==> src/lsu_pkg.sv <==
`default_nettype none

package lsu_pkg;

  // access size, coded as the funct3 field of the load/store opcodes.
  typedef enum logic [2:0] {
    LDST_B  = 3'b000, // signed byte.
    LDST_H  = 3'b001, // signed halfword.
    LDST_W  = 3'b010, // full word.
    LDST_BU = 3'b100, // unsigned byte.
    LDST_HU = 3'b101  // unsigned halfword.
  } ldst_size_e;

  // request as the core pipeline presents it.
  // store data sits in the low bits of wd, lane placement is done by the lsu.
  typedef struct packed {
    logic        we;   // high for a store.
    ldst_size_e  size;
    logic [31:0] addr; // byte address.
    logic [31:0] wd;
  } core_req_t;

endpackage

`default_nettype wire

==> src/mem_pkg.sv <==
`default_nettype none

package mem_pkg;

  // request as the data memory sees it, data already on its lanes.
  typedef struct packed {
    logic        we;
    logic [3:0]  be;   // byte enables, bit 0 is the lowest address.
    logic [31:0] addr;
    logic [31:0] wd;
  } mem_req_t;

  // data memory access state.
  typedef enum logic {
    MEM_IDLE = 1'b0,
    MEM_BUSY = 1'b1
  } mem_state_e;

endpackage

`default_nettype wire

==> src/riscv_lsu.sv <==
`default_nettype none

module riscv_lsu (
  input  logic              core_req_valid_i,
  input  lsu_pkg::core_req_t core_req_i,
  output logic [31:0]       core_rd_o,
  output logic              core_stall_o,
  output logic              mem_req_o,
  output mem_pkg::mem_req_t mem_o,
  input  logic [31:0]       mem_rd_i,
  input  logic              mem_ready_i
);

  import lsu_pkg::*;

  logic [1:0]  byte_off;  // byte lane within the word.
  logic        half_off;  // upper or lower halfword.
  logic [7:0]  rd_byte;
  logic [15:0] rd_half;
  logic [3:0]  be;
  logic [31:0] wd_lanes;

  assign byte_off = core_req_i.addr[1:0];
  assign half_off = core_req_i.addr[1];

  // the core holds its request until the memory answers.
  assign core_stall_o = core_req_valid_i & ~mem_ready_i;
  assign mem_req_o    = core_req_valid_i;

  // store data lanes.
  always_comb begin
    case (core_req_i.size)
      LDST_B: begin
        wd_lanes = {4{core_req_i.wd[7:0]}};  // same byte on every lane.
      end
      LDST_H: begin
        wd_lanes = {2{core_req_i.wd[15:0]}};
      end
      LDST_W: begin
        wd_lanes = core_req_i.wd;
      end
      default: begin
        wd_lanes = '0;
      end
    endcase
  end

  // byte enables from size and the low address bits.
  always_comb begin
    case (core_req_i.size)
      LDST_B, LDST_BU: begin
        be = 4'b0001 << byte_off;
      end
      LDST_H, LDST_HU: begin
        be = half_off ? 4'b1100 : 4'b0011;
      end
      LDST_W: begin
        be = 4'b1111;
      end
      default: begin
        be = 4'b0000;  // unknown size touches nothing.
      end
    endcase
  end

  always_comb begin
    mem_o.we   = core_req_i.we;
    mem_o.be   = be;
    mem_o.addr = core_req_i.addr;
    mem_o.wd   = wd_lanes;
  end

  // pick the addressed byte and halfword out of the returned word.
  always_comb begin
    case (byte_off)
      2'd0:    rd_byte = mem_rd_i[7:0];
      2'd1:    rd_byte = mem_rd_i[15:8];
      2'd2:    rd_byte = mem_rd_i[23:16];
      default: rd_byte = mem_rd_i[31:24];
    endcase
    rd_half = half_off ? mem_rd_i[31:16] : mem_rd_i[15:0];
  end

  // load extension.
  always_comb begin
    case (core_req_i.size)
      LDST_B: begin
        core_rd_o = {{24{rd_byte[7]}}, rd_byte};  // sign.
      end
      LDST_H: begin
        core_rd_o = {{16{rd_half[15]}}, rd_half};
      end
      LDST_W: begin
        core_rd_o = mem_rd_i;
      end
      LDST_BU: begin
        core_rd_o = {24'd0, rd_byte};  // zeros.
      end
      LDST_HU: begin
        core_rd_o = {16'd0, rd_half};
      end
      default: begin
        core_rd_o = '0;
      end
    endcase
  end

endmodule

`default_nettype wire

==> config.mk <==
export PLATFORM = sky130hd
export DESIGN_NAME = riscv_lsu
export DESIGN_NICKNAME = d
export VERILOG_FILES = /design/src/lsu_pkg.sv /design/src/mem_pkg.sv /design/src/riscv_lsu.sv
export SDC_FILE = /design/constraint.sdc
export NUM_CORES = 1
export LEC_CHECK = 0
export ABC_AREA = 1
export BUFFER_PORTS_ARGS = -buffer_cell sky130_fd_sc_hd__clkbuf_2
export CAP_MARGIN = 0
export CORE_AREA = 3 3 78 80
export DETAILED_ROUTE_END_ITERATION = 7
export DIE_AREA = 0 0 81 83
export PLACE_DENSITY = 0.75
export REMOVE_ABC_BUFFERS = 1
export SETUP_SLACK_MARGIN = 0.05
export SLEW_MARGIN = 10
export SYNTH_ARGS = -nofsm -noshare
export SYNTH_HDL_FRONTEND = slang
export SYNTH_SLANG_ARGS = --single-unit
==> constraint.sdc <==
create_clock -name vclk -period 2.5
set_input_delay 0.75 -clock vclk [all_inputs]
set_output_delay 0.75 -clock vclk [all_outputs]
set_load 0.02 [all_outputs]
# ---- Word level (Yosys, flattened, before mapping)
# Index checks and enable logic that the tools add are counted.
dict set report word_totals {
  ff_bits 0
  inputBits 102
  out_inout_bits 103
  wordCells 19
}
dict set report op_classes {
  n_eq_ne 6
  n_shift 1
  mux 6
  bitwise_logic 2
  reduce_logical 4
}
# op count
set ops {}
lappend ops {{case mux 32 bit (5 select lines)} 1}
lappend ops {{case mux 32 bit (3 select lines)} 1}
lappend ops {{case mux 8 bit (3 select lines)} 1}
lappend ops {{two-way mux 16 bit} 1}
lappend ops {{case mux 4 bit (3 select lines)} 1}
lappend ops {{equality test 3 bit, second input constant} 2}
lappend ops {{two-way mux 4 bit} 1}
lappend ops {{OR reduction 2 bit} 2}
lappend ops {{left shift 1 x 2 -> 4 bit, first input constant} 1}
lappend ops {{equality test 3 x 1 -> 1 bit, second input constant} 1}
lappend ops {{equality test 3 x 2 -> 1 bit, second input constant} 1}
lappend ops {{logical NOT 3 bit} 1}
lappend ops {{equality test 2 x 1 -> 1 bit, second input constant} 1}
lappend ops {{equality test 2 bit, second input constant} 1}
lappend ops {{logical NOT 2 bit} 1}
lappend ops {{AND 1 bit} 1}
lappend ops {{NOT 1 bit} 1}

# ---- Depth between registers and ports, before layout
dict set report depth {
  ltp_word 3
  depth_mapped 9
}

# ---- Least setup slack after synthesis
# OpenSTA, ideal clock, no wires.
dict set report synth_timing {
  path_type {input to output}
  startpoint {input core_req_i[64] (netlist name)}
  endpoint {output core_rd_o[12]}
  arrival_ns 1.716
  t_required_ns 1.750
  slack_ns 0.034
  path_stages 7
  n_path_buf 2
  path_cell_list {buf_2 > nor2_2 > inv_2 > nor2_4 > nand3_4 > buf_2 > nand2_1}
}
dict set report synth_between {
  elab_chain_len 2
  elab_cells_between_ends 6
  cone_classes {eq/ne: 4; mux: 1; reduce/logical: 1}
}
# element line
set synth_rtl {}
lappend synth_rtl {{start: declaration} riscv_lsu.sv:5} ;# input lsu_pkg::core_req_t core_req_i,
lappend synth_rtl {{equality test 3 bit (tied with other cells)} riscv_lsu.sv:86} ;# case (core_req_i.size)
lappend synth_rtl {{case mux 32 bit (5 select lines) *} riscv_lsu.sv:86}
lappend synth_rtl {{end: declaration} riscv_lsu.sv:6} ;# output logic [31:0] core_rd_o,
# Mark *: on every way between the ends. The rest lies on a longest branch, timed or not.

# ---- Final worst setup path
dict set report layout_timing {
  startpoint {input core_req_i[64] (netlist name)}
  endpoint {output core_rd_o[21]}
}
# The elaborated chain is that of the path after synthesis.

==> impl_metrics.tcl <==
set metrics [dict create \
    status "finished, violations left" \
    violations "negative setup slack" \
    place_inst 555 \
    gr-total-overflow 0 \
    grt_setup_unrepaired "yes" \
    drc 0 \
    stdcell_area_um2 3790 \
    num_rows 27 \
    hp-class "in2out" \
    die_x_um 81 \
    leakagePower_nw 2.23 \
    worstHoldStart "core_req_i[34]" \
    setup_ws_ns -0.0257 \
    layout-drive-gt1-share_pct 62.6 \
    worstSetupPathType "in2out" \
    seq_cells 0 \
    cp.arrival_ns 1.78 \
    fin_crit_ns 2.53 \
    p_total_mw 0.793 \
    drtAntennaViolNets 0 \
    core_area_um2 5470 \
    initial_core_util_pct 30.2 \
    finalCritPeriodShare_pct 101 \
    startpoint "core_req_i[64]" \
    synthesis.area_um2 1650 \
    finalSetupViolCount 8 \
    seq_area_um2 0 \
    detailed_place.area_um2 2360 \
    slew_headroom_pct 83.0 \
    antenna_found_initial 0 \
    gp_routability_congestion 0.862 \
    stdcell_count 578 \
    drtIter0Drc 146 \
    detailed_place_hpwl_mm 5.94 \
    io_buffers 143 \
    endpoint_kind "primary output" \
    yosysSeqAreaShare_pct 0 \
    tns_ns -0.112 \
    drt-vias-per-instance 5.13 \
    antenna_cells 0 \
    vias 2968 \
    critPathRequiredTime_ns 1.75 \
    hold_viol 0 \
    die_h_um 83 \
    firstDrtPassIters 4 \
    area_growth_pct 129 \
    drv_slew 0 \
    wl_per_cell_um 17.7 \
    yosys.cell_types.count 23 \
    drt_wl_total_mm 10.2 \
    nets 610 \
    grt_pass1_vias 3024 \
    io_pins 205 \
    clock_buffers 0 \
    peakVddDrop_mv 0.122 \
    drv_cap 0 \
    p_per_area_nw_per_um2 209 \
    syn_inst 363 \
    critical_path.startpoint_type "input pin" \
    critPathMaxFanout 8 \
    grtUsageTotal_pct 26.5 \
    dieArea_um2 6720 \
    yosys_warnings 0 \
    grt_max_degree 17 \
    tightest_slew_ns 0.253 \
    grt_pass1_wl_mm 14.1 \
    avgSynthCellArea_um2 4.55 \
    timing.fmax_mhz 396 \
]
==> worst max-delay path: stages <==
cell and delay, ns:
clkbuf_16 0.13, inv_4 0.10, nand3_4 0.14, inv_8 0.12, buf_12 0.13, nand2_1 0.06
nand2_1 0.07, inv_1 0.06, nand2_1 0.08, clkbuf_8 0.14
==> Yosys cell counts, drive strengths merged <==
cell    count  share of area (%)
a21oi       9                2.7
buf        45                 20
clkbuf      3               0.68
clkinv      9                2.0
inv        40                9.2
nand2     183                 42
nand3      31                 10
nand4       2               0.76
nor2       29                7.7
o21ai       2               0.61
o31ai       3                1.4
or2         7                2.7
==> cell usage in the layout, fill, tap and decap left out, drive strengths merged <==
| master | synthesis | routed |
|---|---|---|
| inv | 40 | 40 |
| o21ai | 2 | 2 |
| clkinv | 9 | 9 |
| nor2 | 29 | 29 |
| a21oi | 9 | 9 |
| o31ai | 3 | 3 |
| nand3 | 31 | 34 |
| nand4 | 2 | 2 |
| buf | 45 | 91 |
| clkbuf | 3 | 96 |
| nand2 | 183 | 184 |
| or2 | 7 | 7 |
==> per-stage QoR <==
step                setup slack (ns)  hold slack [ns]  util (%)
CTS                          0.00348             1.50      59.7
global route                 -0.0819             1.50      69.2
detailed placement            -0.112             1.50      43.1
floorplan                      0.104             1.50         -
finish                       -0.0257             1.50      69.2
global placement             -0.0811             1.50      43.1
==> layer usage <==
layer | wire, µm | track usage (%) | vias up
li1 | - | - | 1360
met1 | 3740 | 29.0 | 1332
met2 | 4960 | 47.3 | 242
met3 | 1190 | 8.24 | 32
met4 | 320 | 6.76 | 2
met5 | 31 | 8.33 | -
==> power by group <==
part | internal (mW) | switching [mW] | total (mW)
combinational | 0.375 | 0.419 | 0.793
clock | 0 | 0 | 0
sequential | 0 | 0 | 0
==> cell type report <==
class / count / area, µm²
fill: 403 / 1690
inverter: 49 / 213
timing repair buffer: 187 / 1780
multi-input combinational: 270 / 1700
tap: 72 / 90.1
==> repair_timing <==
action	CTS	global route
pin swaps	30	36
hold buffers	0	0
endpoints found under the setup margin	54	66
gates resized for setup	180	165
setup buffers	10	5
cloned	7	1
==> path summary, 6_finish.rpt <==
kind             to  slack, ns  cells past startpoint
max   core_rd_o[21]      -0.03                     10
min       mem_o[34]       1.50                      0
==> logic make-up after synthesis <==
family	Yosys count	share of synthesized area, %
and+or+nand+nor	252	63.8
AOI/OAI and AO/OA	14	4.70
buffers and inverters	97	31.5
Note: power is estimated with default switching activity, not from simulation.
